`config.mk`:
```
export PLATFORM = sky130hd
export DESIGN_NAME = flash_xip_wb
export DESIGN_NICKNAME = d
export VERILOG_FILES = /design/src/flash_pkg.sv /design/src/wb_pkg.sv /design/src/flash_cfg_regs.sv /design/src/flash_read_seq.sv /design/src/flash_xip_wb.sv /design/src/spi_byte_shifter.sv
export SDC_FILE = /design/constraint.sdc
export NUM_CORES = 1
export LEC_CHECK = 0
export ABC_AREA = 1
export BUFFER_PORTS_ARGS = -buffer_cell sky130_fd_sc_hd__buf_2
export CAP_MARGIN = 20
export CORE_UTILIZATION = 36
export DETAILED_ROUTE_END_ITERATION = 16
export PLACE_DENSITY_LB_ADDON = 0.08
export REMOVE_ABC_BUFFERS = 1
export SLEW_MARGIN = 20
export SYNTH_ARGS = -nofsm -noshare
export SYNTH_HDL_FRONTEND = slang
export SYNTH_SLANG_ARGS = --single-unit
export TNS_END_PERCENT = 5
```
`constraint.sdc`:
```
create_clock -name clk -period 2.8 [get_ports clk]
set_input_delay 0.28 -clock clk [delete_from_list [all_inputs] [get_ports clk]]
set_output_delay 0.28 -clock clk [all_outputs]
set_load 0.01 [all_outputs]
```
`src/flash_pkg.sv`:
```
package flash_pkg;

    // flash byte address width
    localparam int FLASH_ADDR_W = 24;

    // single-lane commands
    localparam logic [7:0] CMD_READ = 8'h03;
    localparam logic [7:0] CMD_WAKE = 8'hab; // release from power-down

    typedef logic [FLASH_ADDR_W-1:0] flash_addr_t;

    // one byte for the shifter
    typedef struct packed {
        logic [7:0] data;
        logic       last; // final byte of a word
        logic [1:0] lane; // byte position in the word
    } byte_req_t;

    // sampled byte, tagged with the lane of its request
    typedef struct packed {
        logic [7:0] data;
        logic [1:0] lane;
    } byte_rsp_t;

    // pad side of the flash port
    typedef struct packed {
        logic       csb;
        logic       clk;
        logic [3:0] io_oe;
        logic [3:0] io_do;
    } flash_pins_t;

endpackage

```
`src/wb_pkg.sv`:
```
package wb_pkg;

    localparam int WORD_BYTES = 4;

    // wishbone classic master side, strobes travel separately
    typedef struct packed {
        logic [31:0] adr;
        logic [31:0] dat;
        logic [3:0]  sel;
        logic        we;
        logic        cyc;
        logic        stb;
    } wb_req_t;

    typedef struct packed {
        logic [31:0] dat;
        logic        ack;
    } wb_rsp_t;

    // configuration register bit map
    localparam int CFG_EN_BIT  = 31;
    localparam int CFG_OE_LSB  = 8;  // 4 bits
    localparam int CFG_CSB_BIT = 5;
    localparam int CFG_CLK_BIT = 4;
    localparam int CFG_DO_LSB  = 0;  // 4 bits, io_di on readback

    // controller enabled, pin overrides all low
    localparam logic [31:0] CFG_RESET_VALUE = 32'h8000_0000;

endpackage
```
`src/flash_cfg_regs.sv`:
```
`timescale 1ns/10ps

module flash_cfg_regs (
    input  logic                   clk,
    input  logic                   resetn,
    input  wb_pkg::wb_req_t        wb_i,
    input  logic                   cfg_stb_i,
    output wb_pkg::wb_rsp_t        cfg_rsp_o,
    input  flash_pkg::flash_pins_t seq_pins_i,
    input  logic [3:0]             io_di_i,
    output flash_pkg::flash_pins_t pins_o,
    output logic                   soft_reset_o
);
    import flash_pkg::*;
    import wb_pkg::*;

    logic        en_q;
    logic        csb_q;
    logic        clk_q;
    logic [3:0]  oe_q;
    logic [3:0]  do_q;
    logic        soft_reset_q;
    logic        cfg_sel;
    logic [3:0]  we;
    flash_pins_t ovr_pins;
    flash_pins_t mux_pins;

    assign cfg_sel = wb_i.cyc && cfg_stb_i;
    assign we      = wb_i.sel & {4{cfg_sel && wb_i.we}};

    always_ff @(posedge clk) begin
        soft_reset_q <= !en_q || (|we); // held while bit-bang mode is on
        if (!resetn) begin
            soft_reset_q <= 1'b1;
            en_q  <= CFG_RESET_VALUE[CFG_EN_BIT];
            csb_q <= CFG_RESET_VALUE[CFG_CSB_BIT];
            clk_q <= CFG_RESET_VALUE[CFG_CLK_BIT];
            oe_q  <= CFG_RESET_VALUE[CFG_OE_LSB +: 4];
            do_q  <= CFG_RESET_VALUE[CFG_DO_LSB +: 4];
        end else begin
            if (we[0]) begin
                csb_q <= wb_i.dat[CFG_CSB_BIT];
                clk_q <= wb_i.dat[CFG_CLK_BIT];
                do_q  <= wb_i.dat[CFG_DO_LSB +: 4];
            end
            if (we[1]) begin
                oe_q <= wb_i.dat[CFG_OE_LSB +: 4];
            end
            if (we[3]) begin
                en_q <= wb_i.dat[CFG_EN_BIT];
            end
        end
    end

    assign soft_reset_o = soft_reset_q;

    assign ovr_pins = '{csb: csb_q, clk: clk_q, io_oe: oe_q, io_do: do_q};
    assign mux_pins = en_q ? seq_pins_i : ovr_pins;

    always_comb begin
        pins_o = mux_pins;
        if (!resetn) begin
            pins_o.io_oe = 4'b0000; // pads released during reset
        end
    end

    always_comb begin
        cfg_rsp_o.dat = '0;
        cfg_rsp_o.dat[CFG_EN_BIT] = en_q;
        cfg_rsp_o.dat[CFG_OE_LSB +: 4] = pins_o.io_oe; // live pin state
        cfg_rsp_o.dat[CFG_CSB_BIT] = pins_o.csb;
        cfg_rsp_o.dat[CFG_CLK_BIT] = pins_o.clk;
        cfg_rsp_o.dat[CFG_DO_LSB +: 4] = io_di_i;
        cfg_rsp_o.ack = cfg_sel;
    end

    bitbang_holds_seq: assert property (@(posedge clk) disable iff (!resetn)
        !en_q |-> soft_reset_o)
        else $error("sequencer not held in reset during bit-bang mode");

endmodule

```
`src/flash_read_seq.sv`:
```
`timescale 1ns/10ps

module flash_read_seq (
    input  logic                 clk,
    input  logic                 resetn,
    input  logic                 soft_reset_i,
    input  wb_pkg::wb_req_t      wb_i,
    input  logic                 flash_stb_i,
    output wb_pkg::wb_rsp_t      flash_rsp_o,
    output flash_pkg::byte_req_t breq_o,
    output logic                 breq_valid_o,
    input  logic                 breq_ready_i,
    input  flash_pkg::byte_rsp_t brsp_i,
    input  logic                 brsp_done_i,
    output logic                 close_o
);
    import flash_pkg::*;
    import wb_pkg::*;

    typedef enum logic [2:0] {
        S_WAKE,
        S_CMD,
        S_WAIT,
        S_ADDR,
        S_DATA
    } state_t;

    state_t      state_q;
    logic [1:0]  cnt_q;       // address or data byte index
    logic        busy_q;      // byte in flight in the shifter
    logic        last_q;
    logic        close_q;
    logic        first_q;     // first word of this session
    logic        hold_q;      // one word ahead, wait for the master
    logic        valid_q;
    flash_addr_t held_addr_q;
    flash_addr_t fetch_addr_q;
    logic [23:0] asm_q;       // lanes 0 to 2 of the word in progress
    logic [31:0] word_q;

    flash_addr_t req_addr;
    logic        req_act;
    logic        hit;
    logic        jump;
    logic        byte_done;
    logic        word_done;
    logic [31:0] word_next;

    assign req_addr  = {wb_i.adr[FLASH_ADDR_W-1:2], 2'b00};
    assign req_act   = wb_i.cyc && flash_stb_i;
    assign hit       = req_act && valid_q && (req_addr == held_addr_q);
    assign jump      = req_act && !hit && valid_q && (req_addr != fetch_addr_q);
    assign byte_done = busy_q && brsp_done_i;
    assign word_done = byte_done && (state_q == S_DATA) && last_q;
    assign word_next = {brsp_i.data, asm_q};

    assign flash_rsp_o.dat = word_q;
    assign flash_rsp_o.ack = hit;
    assign close_o = close_q;

    always_comb begin
        breq_o = '{data: 8'h00, last: 1'b0, lane: 2'd0};
        breq_valid_o = !busy_q && !close_q;
        case (state_q)
            S_WAKE: breq_o.data = CMD_WAKE;
            S_CMD:  breq_o.data = CMD_READ;
            S_ADDR: begin
                case (cnt_q) // msb first
                    2'd0:    breq_o.data = fetch_addr_q[23:16];
                    2'd1:    breq_o.data = fetch_addr_q[15:8];
                    default: breq_o.data = fetch_addr_q[7:0];
                endcase
            end
            S_DATA: begin
                breq_o.lane = cnt_q;
                breq_o.last = (cnt_q == 2'd3);
                if (cnt_q == 2'd0 && hold_q) begin
                    breq_valid_o = 1'b0; // back-pressure
                end
            end
            default: breq_valid_o = 1'b0; // waiting for a request
        endcase
    end

    always_ff @(posedge clk) begin
        close_q <= 1'b0;
        if (!resetn || soft_reset_i) begin
            state_q <= S_WAKE;
            cnt_q   <= 2'd0;
            busy_q  <= 1'b0;
            close_q <= 1'b1; // abort any open session
            first_q <= 1'b0;
            hold_q  <= 1'b0;
            valid_q <= 1'b0;
        end else begin
            if (breq_valid_o && breq_ready_i) begin
                busy_q <= 1'b1;
                last_q <= breq_o.last;
            end
            if (byte_done) begin
                busy_q <= 1'b0;
                case (state_q)
                    S_WAKE: begin
                        close_q <= 1'b1;
                        state_q <= S_CMD;
                    end
                    S_CMD:  state_q <= S_WAIT;
                    S_ADDR: begin
                        cnt_q <= cnt_q + 2'd1;
                        if (cnt_q == 2'd2) begin
                            cnt_q   <= 2'd0;
                            state_q <= S_DATA;
                        end
                    end
                    S_DATA: cnt_q <= cnt_q + 2'd1; // wraps after lane 3
                    default: ;
                endcase
            end
            if (state_q == S_WAIT && req_act) begin
                fetch_addr_q <= req_addr;
                first_q <= 1'b1;
                cnt_q   <= 2'd0;
                state_q <= S_ADDR;
            end
            if (word_done) begin
                held_addr_q  <= fetch_addr_q;
                fetch_addr_q <= fetch_addr_q + FLASH_ADDR_W'(WORD_BYTES);
                valid_q <= 1'b1;
                hold_q  <= !first_q;
                first_q <= 1'b0;
            end
            if (req_act) begin
                hold_q <= 1'b0;
            end
            if (jump) begin
                close_q <= 1'b1;
                state_q <= S_CMD;
                cnt_q   <= 2'd0;
                busy_q  <= 1'b0;
                valid_q <= 1'b0;
                hold_q  <= 1'b0;
            end
        end
    end

    always_ff @(posedge clk) begin
        if (byte_done && state_q == S_DATA) begin
            case (brsp_i.lane)
                2'd0:    asm_q[7:0]   <= brsp_i.data;
                2'd1:    asm_q[15:8]  <= brsp_i.data;
                2'd2:    asm_q[23:16] <= brsp_i.data;
                default: ;
            endcase
        end
        if (word_done) begin
            word_q <= word_next;
        end
    end

    lane_matches_count: assert property (@(posedge clk) disable iff (!resetn)
        (byte_done && state_q == S_DATA) |-> (brsp_i.lane == cnt_q))
        else $error("sampled byte tagged with the wrong lane");

endmodule

```
`src/flash_xip_wb.sv`:
```
`timescale 1ns/10ps

module flash_xip_wb (
    input  logic                   clk,
    input  logic                   resetn,
    input  wb_pkg::wb_req_t        wb_i,
    input  logic                   flash_stb_i,
    input  logic                   cfg_stb_i,
    output wb_pkg::wb_rsp_t        flash_rsp_o,
    output wb_pkg::wb_rsp_t        cfg_rsp_o,
    output flash_pkg::flash_pins_t pins_o,
    input  logic [3:0]             io_di_i
);
    import flash_pkg::*;

    byte_req_t   breq;
    logic        breq_valid;
    logic        breq_ready;
    byte_rsp_t   brsp;
    logic        brsp_done;
    logic        close;
    logic        soft_reset;
    flash_pins_t seq_pins;

    flash_cfg_regs u_cfg (
        .clk          (clk),
        .resetn       (resetn),
        .wb_i         (wb_i),
        .cfg_stb_i    (cfg_stb_i),
        .cfg_rsp_o    (cfg_rsp_o),
        .seq_pins_i   (seq_pins),
        .io_di_i      (io_di_i),
        .pins_o       (pins_o),
        .soft_reset_o (soft_reset)
    );

    flash_read_seq u_seq (
        .clk          (clk),
        .resetn       (resetn),
        .soft_reset_i (soft_reset),
        .wb_i         (wb_i),
        .flash_stb_i  (flash_stb_i),
        .flash_rsp_o  (flash_rsp_o),
        .breq_o       (breq),
        .breq_valid_o (breq_valid),
        .breq_ready_i (breq_ready),
        .brsp_i       (brsp),
        .brsp_done_i  (brsp_done),
        .close_o      (close)
    );

    spi_byte_shifter u_shift (
        .clk          (clk),
        .resetn       (resetn),
        .close_i      (close),
        .breq_i       (breq),
        .breq_valid_i (breq_valid),
        .breq_ready_o (breq_ready),
        .brsp_o       (brsp),
        .brsp_done_o  (brsp_done),
        .io1_di_i     (io_di_i[1]), // flash data out
        .pins_o       (seq_pins)
    );

endmodule

```
`src/spi_byte_shifter.sv`:
```
`timescale 1ns/10ps

module spi_byte_shifter (
    input  logic                   clk,
    input  logic                   resetn,
    input  logic                   close_i,
    input  flash_pkg::byte_req_t   breq_i,
    input  logic                   breq_valid_i,
    output logic                   breq_ready_o,
    output flash_pkg::byte_rsp_t   brsp_o,
    output logic                   brsp_done_o,
    input  logic                   io1_di_i,
    output flash_pkg::flash_pins_t pins_o
);
    import flash_pkg::*;

    logic       csb_q;
    logic       clk_q;   // spi clock phase
    logic [3:0] cnt_q;   // bits left in this byte
    logic [7:0] obuf_q;
    logic [7:0] ibuf_q;
    logic [1:0] lane_q;
    logic       done_q;

    assign breq_ready_o = (cnt_q == 4'd0);

    always_ff @(posedge clk) begin
        done_q <= 1'b0;
        if (!resetn || close_i) begin
            csb_q <= 1'b1;
            clk_q <= 1'b0;
            cnt_q <= 4'd0;
        end else if (breq_valid_i && breq_ready_o) begin
            csb_q  <= 1'b0; // stays low across bytes
            clk_q  <= 1'b0;
            cnt_q  <= 4'd8;
            obuf_q <= breq_i.data;
            lane_q <= breq_i.lane;
        end else if (cnt_q != 4'd0) begin
            clk_q <= !clk_q;
            if (clk_q) begin
                // falling edge, next bit out
                obuf_q <= {obuf_q[6:0], 1'b0};
                cnt_q  <= cnt_q - 4'd1;
                done_q <= (cnt_q == 4'd1);
            end else begin
                ibuf_q <= {ibuf_q[6:0], io1_di_i}; // sampled at rising edge
            end
        end
    end

    assign brsp_o.data = ibuf_q;
    assign brsp_o.lane = lane_q;
    assign brsp_done_o = done_q;

    assign pins_o.csb   = csb_q;
    assign pins_o.clk   = clk_q;
    assign pins_o.io_oe = {3'b000, !csb_q}; // io0 only
    assign pins_o.io_do = {3'b000, obuf_q[7]};

    done_at_byte_end: assert property (@(posedge clk) disable iff (!resetn)
        brsp_done_o |-> (cnt_q == 4'd0))
        else $error("done pulse with bits still pending");

endmodule

```
==> results.cfg, run 1 <==
[status]
outcome = finished, final reports clean

[placed_design]
pre_cts_slack_ns = 0.615
place_congestion = 0.846
placed_area_um2 = 7640
dp_hpwl_um = 11200
io_buffers = 95

[timing]
setup_slack_ns = 0.656
min_period_ns = 2.14
finalCritPeriodShare = 0.766
setup_tns_ns = 0
max_freq_ghz = 0.466
relSlewSlack = 0.447
final.setup_skew_ns = 0.0122
hold_viol_final = 0
slew_violations = 0
rsz0062_at_grt = no
fin_hold_ws_ns = 0.0500
tightest_slew_ns = 0.826
setup_viol = 0

[logic_synthesis]
ys_seq_elements = 148
synth_area_leaders = edfxtp_1 51%, nand2_1 10%, dfxtp_1 8.3%
yosysTopAreaCellShare = 0.510
yosysTopAreaCell = edfxtp_1
synth.distinct_cells = 37
yosysSeqAreaShare = 0.592
async_flop_share = 0
netlist_area_um2 = 7010
synth.yosys.warnings = 0
postSynthCellCount = 750
synthFlopType = edfxtp_1
synth_edf_count = 119
avgSynthCellArea_um2 = 9.35

[cells_and_area]
post-route-util = 0.437
fillers = 1890
final_design_area_no_fill_um2 = 8250
insertedDiodeCount = 0
drive_gt1_frac = 0.188
finalNetCount = 930
final_cell_mix = 192 x nand2_1, 119 x edfxtp_1, 95 x buf_2
area_growth_pct = 17.6
final_common_cell = nand2_1

[clock_tree]
cts_max_path_buffers = 2
ctsResizeCount = 0
cts_inserted_buffers = 17
cts_tree = yes
cts_sinks = 148
root_buffer = clkbuf_16
cts_max_level = 4
cts_hold_buf = 0
clkTransAtPathRegs_ns = 0.07
clk_latency_ns = 0.43
post-cts-setup-buffer-count = 0

[routing]
drt-pass1-iter-count = 5
ant_nets = 0
routed_wl_um = 15500
drtIter0Drc = 295
post_drt_wl_per_cell_um = 13.8
drc = 0
vias_per_cell = 4.54
vias = 5086

[floorplan]
fp.coreArea_um2 = 18900
row_count = 50
io_pins = 155
initial_utilization = 0.371
dieArea_um2 = 20000
die_w_um = 142
die_y_um = 142

[power_and_ir_drop]
p_leak_uw = 0.00351
p_per_area_nw_per_um2 = 586
ir_worst_vdd_mv = 0.369

[setup_path]
timing.rr.end = u_seq.word_q[24]
ff2ff_path_depth = 6
end_kind = flip-flop
critPathMaxStageDelay_ns = 0.46
reg2reg_from = u_seq.state_q[1]
cp.required_ns = 2.92
cp_data_arrival_time_ns = 2.26
critPathKind = reg -> reg
startpoint_type = flip-flop
r2r_slack_ns = 0.66
cpMaxStageDelayCell = inv_2
cp_max_fo = 27
crit_path_cell_trace = nor2_2 -> nand2_1 -> nor2_1 -> nand2_2 -> inv_2 -> buf_4

[global_routing]
gr-total-overflow = 0
grt_use_total = 0.161
antenna_found_initial = 0
grt_pass1_wl_um = 24600
grt_max_degree = 28
grt_pass1_vias = 4759

[run]
drv_cap = 0

[worst_hold_path]
whs_path_depth = 1
min_from = io_di_i[1]
hold_end = u_shift.ibuf_q[0]
hold_path_class = in -> reg
-- worst max-delay path, delay by kind of cell (launching register included) --
| kind | cells | cell delay (ns) |
|---|---|---|
| buf+inv | 2 | 0.80 |
| simple gates | 4 | 0.67 |
| flops | 1 | 0.36 |
-- kinds of logic (layout without fill, tap and decap cells) --
kind of cell / Yosys count / count (layout) / share of synthesized area
compound gates: 84 / 84 / 0.0655
xor+xnor: 27 / 27 / 0.0348
fa+ha+maj: 3 / 3 / 0.00535
buf+inv: 143 / 234 / 0.0983
flops: 148 / 148 / 0.592
other cells: 1 / 21 / 0.000535
simple gates: 344 / 344 / 0.203
-- worst max-delay path by stage --
stage / cells past startpoint / start / slack, ns / endpoint
after detailed placement: 6 / u_seq.state_q[1] / 0.61 / u_seq.word_q[4]
final: 6 / u_seq.state_q[1] / 0.66 / u_seq.word_q[24]
after global placement: 6 / u_seq.state_q[1] / 0.67 / u_seq.word_q[3]
after CTS: 8 / u_seq.held_addr_q[10] / 0.60 / flash_rsp_o[0]
after floorplan: 5 / u_seq.state_q[0] / 0.28 / u_seq.fetch_addr_q[10]
after global routing: 6 / u_seq.state_q[1] / 0.46 / u_seq.word_q[5]
-- metrics by stage --
step	std cells	power (uW)
after global placement	1089	2590
final	1121	4830
after global routing	1121	5000
after floorplan	724	2520
after detailed placement	1089	2590
after CTS	1121	4900
-- sequential cells by signal, indices dropped and copies added (netlist names), 2 cells and up --
signal / count
u_shift.lane_q: 2
u_seq.held_addr_q: 22
u_seq.state_q: 3
u_shift.ibuf_q: 8
u_seq.cnt_q: 2
u_shift.obuf_q: 8
u_cfg.do_q: 4
u_seq.word_q: 32
u_seq.asm_q: 24
u_seq.fetch_addr_q: 22
u_shift.cnt_q: 4
u_cfg.oe_q: 4
-- where the power goes --
part	switching [uW]	internal [uW]	leakage (uW)
clock network	1080	1210	0.000293
logic	108	64.4	0.00191
registers	6.67	2360	0.00131
-- final cells by class --
cell class                 instances  area, um^2  area share
clock buffer                      17         425      0.0516
clock inverter                    15         183      0.0221
inverter                          97         364      0.0441
multi-input combinational        479        2250       0.273
sequential                       148        4150       0.503
tap                              260         325      0.0394
timing repair buffer             105         551      0.0667
-- Yosys cell counts (9+ instances only) --
cell,n
buf_4,36
nor2_1,94
nor3_1,13
edfxtp_1,119
nand2_1,192
dfxtp_1,29
o21ai_0,45
xor2_1,21
inv_1,91
o22ai_1,10
nand3_1,19
nand4_1,9
a21oi_1,12
-- layer usage --
metal	up-vias	share of wire	GRT usage
li1	2591	-	-
met5	-	0	0
met4	0	0.0096	0.0538
met3	11	0.057	0.0337
met2	149	0.44	0.243
met1	2335	0.49	0.230
No activity file was read; power rests on OpenSTA's default activity.
==> run 2, diff against run 1 <==
Clock period 2.8 ns to 1.9 ns, I/O delays scaled along.
==> results.cfg, run 2 (synthesis gave the netlist of run 1 again) <==
[cells_and_area]
finalNetCount = 955
fillers = 1844
drive_gt1_frac = 0.222
largest_reg_flops = 32
insertedDiodeCount = 0
final_design_area_no_fill_um2 = 8540
final_cell_mix = 190 x nand2_1, 119 x edfxtp_1, 95 x buf_2
reg_top3 = u_seq.word_q: 32 flops, u_seq.asm_q: 24 flops
regArea_um2 = 4160
area_growth_pct = 21.8
multiInputGateArea_um2 = 2300
final_cell_count_no_fill = 1146
top_register = u_seq.word_q
final_common_cell = nand2_1

[run]
drv_cap = 0

[setup_path]
startpoint_type = flip-flop
crit_path_cell_trace = xor2_1 -> nor2_1 -> nand2_1 -> nor2_4 -> nand3_2 -> nor2_2 -> buf_2
critPathKind = reg -> out
cp_max_fo = 2
critPathMaxStageDelay_ns = 0.37
end_kind = output pin
cpMaxStageDelayCell = edfxtp_1
reg2reg_from = u_seq.fetch_addr_q[2]
cp_data_arrival_time_ns = 1.66
r2r_slack_ns = 0.14
path_buf_inv = 1
path_delay_family = simple AND/OR/NAND/NOR gates
timing.rr.end = u_seq.fetch_addr_q[20]
ff2ff_path_depth = 10
cp.required_ns = 1.71

[clock_tree]
clkTransAtPathRegs_ns = 0.07
cts_sinks = 148
cts_tree = yes
cts_max_path_buffers = 2
cts_inserted_buffers = 17
root_buffer = clkbuf_16
cts_max_level = 4
clk_latency_ns = 0.43

[power_and_ir_drop]
p_leak_uw = 0.00364
ir_worst_vdd_mv = 0.687
p_per_area_nw_per_um2 = 834

[placed_design]
io_buffers = 95
place_congestion = 0.815
placed_area_um2 = 7810
placedCellCount = 1106
dp_hpwl_um = 11300

[routing]
drtIter0Drc = 350
vias = 5215
routed_wl_um = 15500
post_drt_wl_per_cell_um = 13.5
wl_met3_um = 909
wl_met1_um = 7630
drt-pass1-iter-count = 5
maxUsedRoutingLayer = met4
drc = 0
ant_nets = 0
vias_per_cell = 4.55
wl_met2_um = 6730

[floorplan]
fp.coreArea_um2 = 18900
initial_utilization = 0.371
row_count = 50
dieArea_um2 = 20000
die_y_um = 142
io_pins = 155
die_w_um = 142

[timing]
max_freq_ghz = 0.540
finalCritPeriodShare = 0.975
slew_violations = 0
rsz0062_at_grt = yes
final.setup_skew_ns = 0.0164
setup_tns_ns = 0
min_period_ns = 1.85
setup_viol = 0
hold_viol_final = 0

[worst_hold_path]
min_from = wb_i[15]
hold_end = u_cfg.oe_q[0]
hold_path_class = in -> reg
whs_path_depth = 3

[global_routing]
grt_pass1_wl_um = 25000
antenna_found_initial = 0
grt_pass1_vias = 4931
grt_max_degree = 34
grt_use_total = 0.164
gr-total-overflow = 0

[status]
outcome = finished, final reports clean
==> run 2: cell type report <==
class / instances / area share
well taps: 260 / 0.0381
repair buffers: 130 / 0.0926
multi-input cells: 479 / 0.269
flip-flops and latches: 148 / 0.486
clock buffers: 17 / 0.0498
inverters: 97 / 0.0426
clock inverters: 15 / 0.0211
==> run 2: per-stage QoR <==
stage          worst slack [ns]  total power [uW]   util  hold slack [ns]
2_1_floorplan            -0.616              3710      -            0.275
3_3_place_gp              0.137              3820  0.413            0.380
3_5_place_dp              0.111              3820  0.413            0.380
4_1_cts                 -0.0163              7210  0.450         0.000292
5_1_grt                 -0.0557              7370  0.452           0.0296
6_report                 0.0472              7120  0.452           0.0151
==> run 2: worst min-delay path, delay by kind of cell <==
family / cells / cell delay [ns]
buffers and inverters: 1 / 0.07
AO/OA/AOI/OAI: 1 / 0.07
AND/OR/NAND/NOR: 1 / 0.08
==> run 2: routing by layer <==
metal / up-vias / global-route usage
li1: 2656 / -
met1: 2393 / 0.227
met2: 152 / 0.249
met3: 14 / 0.0395
met4: 0 / 0.0577
met5: - / 0
==> run 2: worst max path at each step <==
stage / start / to / slack, ns / depth (start not counted)
2_1_floorplan: u_seq.state_q[0] / u_seq.fetch_addr_q[10] / -0.62 / 5
3_3_place_gp: u_shift.cnt_q[0] / u_shift.obuf_q[0] / 0.14 / 7
3_5_place_dp: u_shift.cnt_q[0] / u_shift.obuf_q[3] / 0.11 / 7
4_1_cts: u_seq.held_addr_q[8] / flash_rsp_o[0] / -0.02 / 7
5_1_grt: u_seq.held_addr_q[7] / flash_rsp_o[0] / -0.06 / 7
6_report: u_seq.held_addr_q[7] / flash_rsp_o[0] / 0.05 / 7
==> run 2: timing repair <==
item                                   CTS  global route
cloned                                   0             0
setup endpoints to repair                1            31
buffers inserted                         1             1
endpoints found under the hold margin    5             0
hold buffers                             6             0
resized for setup                        8            10
pin swaps                               12            10
==> run 2: report_power, final <==
part           switching [uW]  internal [uW]
clock network            1580           1780
logic                     166            109
registers                10.2           3480
total                    1760           5370
==> run 3, diff against run 2 <==
Settings changed: RECOVER_POWER set to 100.
==> results.cfg, run 3 (synthesis gave the netlist of run 1 again) <==
[clock_tree]
clk_latency_ns = 0.43
cts_max_level = 4
cts_tree = yes
root_buffer = clkbuf_16
cts_max_path_buffers = 2
cts_sinks = 148
clkTransAtPathRegs_ns = 0.07
cts_inserted_buffers = 17

[cells_and_area]
finalNetCount = 955
post-route-util = 0.446
final_cell_mix = 191 x nand2_1, 119 x edfxtp_1, 90 x inv_1
area_growth_pct = 20.3
insertedDiodeCount = 0
final_common_cell = nand2_1
drive_gt1_frac = 0.152
top_register = u_seq.word_q
largest_reg_flops = 32
reg_top3 = u_seq.word_q: 32 flops, u_seq.asm_q: 24 flops
final_design_area_no_fill_um2 = 8440
fillers = 1877

[worst_hold_path]
hold_path_class = in -> reg
whs_path_depth = 3

[setup_path]
timing.rr.end = u_seq.held_addr_q[7]
end_kind = output pin
critPathKind = reg -> out
critPathMaxStageDelay_ns = 0.37
path_delay_family = simple AND/OR/NAND/NOR gates
reg2reg_from = u_seq.state_q[1]
timing.critical_path.to = flash_rsp_o[0]
cp.required_ns = 1.71
cp_data_arrival_time_ns = 1.66
cp_max_fo = 2
crit_path_cell_trace = xor2_1 -> nor2_1 -> nand2_1 -> nor2_4 -> nand3_2 -> nor2_2 -> buf_2
cp.depth = 7
startpoint_type = flip-flop
path_buf_inv = 1
r2r_slack_ns = 0.10
cpMaxStageDelayCell = edfxtp_1
ff2ff_path_depth = 6
crit_start = u_seq.held_addr_q[7]

[power_and_ir_drop]
p_leak_uw = 0.00344
p_per_area_nw_per_um2 = 844
ir_worst_vdd_mv = 0.687

[placed_design]
io_buffers = 95
placed_area_um2 = 7810
pre_cts_slack_ns = 0.111
place_congestion = 0.815
dp_hpwl_um = 11300

[floorplan]
fp.coreArea_um2 = 18900
dieArea_um2 = 20000
die_y_um = 142
initial_utilization = 0.371
row_count = 50
die_w_um = 142
io_pins = 155

[global_routing]
grt_pass1_wl_um = 25000
gr-total-overflow = 0
antenna_found_initial = 0
grt_max_degree = 34
grt_pass1_vias = 4931
grt_use_total = 0.164

[timing]
setup_viol = 0
max_freq_ghz = 0.539
finalCritPeriodShare = 0.976
setup_tns_ns = 0
hold_viol_final = 0
final.setup_skew_ns = 0.0158
rsz0062_at_grt = yes
min_period_ns = 1.85
slew_violations = 0
setup_slack_ns = 0.0463

[routing]
routed_wl_um = 15500
drtIter0Drc = 301
post_drt_wl_per_cell_um = 13.5
drc = 0
ant_nets = 0
vias_per_cell = 4.56
drt-pass1-iter-count = 5
vias = 5227

[status]
outcome = finished, final reports clean

[run]
drv_cap = 0
[run 3: cell types whose count changed in the layout (fill, tap and decap cells not counted), sizes merged]
cell,before,now
buf,124,62
clkbuf,17,79
[run 3: stage by stage]
| stage | total power (uW) | std cells | hold WS (ns) |
|---|---|---|---|
| 2_1_floorplan | 3710 | 724 | 0.275 |
| 3_3_place_gp | 3820 | 1106 | 0.380 |
| 3_5_place_dp | 3820 | 1106 | 0.380 |
| 4_1_cts | 7210 | 1145 | 0.000292 |
| 5_1_grt | 7370 | 1146 | 0.0296 |
| 6_report | 7120 | 1146 | 0.0152 |
[run 3: worst register-to-register path, delay by kind of cell (launching register included)]
kind          cells  cell delay, ns
buf+inv           1            0.21
flops             1            0.35
simple gates      5            0.90
[run 3: how the worst min path moves through the flow]
stage / startpoint / end / slack (ns)
2_1_floorplan: resetn / u_cfg.soft_reset_o / 0.27
3_3_place_gp: io_di_i[0] / cfg_rsp_o[1] / 0.38
3_5_place_dp: io_di_i[0] / cfg_rsp_o[1] / 0.38
4_1_cts: wb_i[12] / u_cfg.csb_q / 0.0003
5_1_grt: wb_i[15] / u_cfg.oe_q[0] / 0.03
6_report: wb_i[15] / u_cfg.oe_q[0] / 0.02
[run 3: cell type report]
type | count | area [um^2] | area share
clock buffer | 17 | 425 | 0.0504
multi-input combinational | 479 | 2290 | 0.271
tap | 260 | 325 | 0.0386
sequential | 148 | 4160 | 0.493
inverter | 97 | 364 | 0.0432
clock inverter | 15 | 180 | 0.0214
timing repair buffer | 130 | 696 | 0.0825
[run 3: what timing repair did]
action                                  4_1_cts  5_1_grt
hold buffers                                  6        0
buffers inserted                              1        1
endpoints found under the hold margin         5        0
gates resized for setup                       8       10
endpoints found under the setup margin        1       31
pin swaps                                    12       10
[run 3: power by group]
group	internal, uW	switching, uW
clock network	1780	1580
logic	107	166
registers	3480	10.2
[run 3: layer usage]
metal | track usage | share of wire | wire, um | vias to the layer above
met3 | 0.0395 | 0.063 | 975 | 14
met1 | 0.227 | 0.49 | 7590 | 2401
met5 | 0 | 0 | 0 | -
met2 | 0.249 | 0.43 | 6730 | 164
li1 | - | - | - | 2648
met4 | 0.0577 | 0.013 | 197 | 0
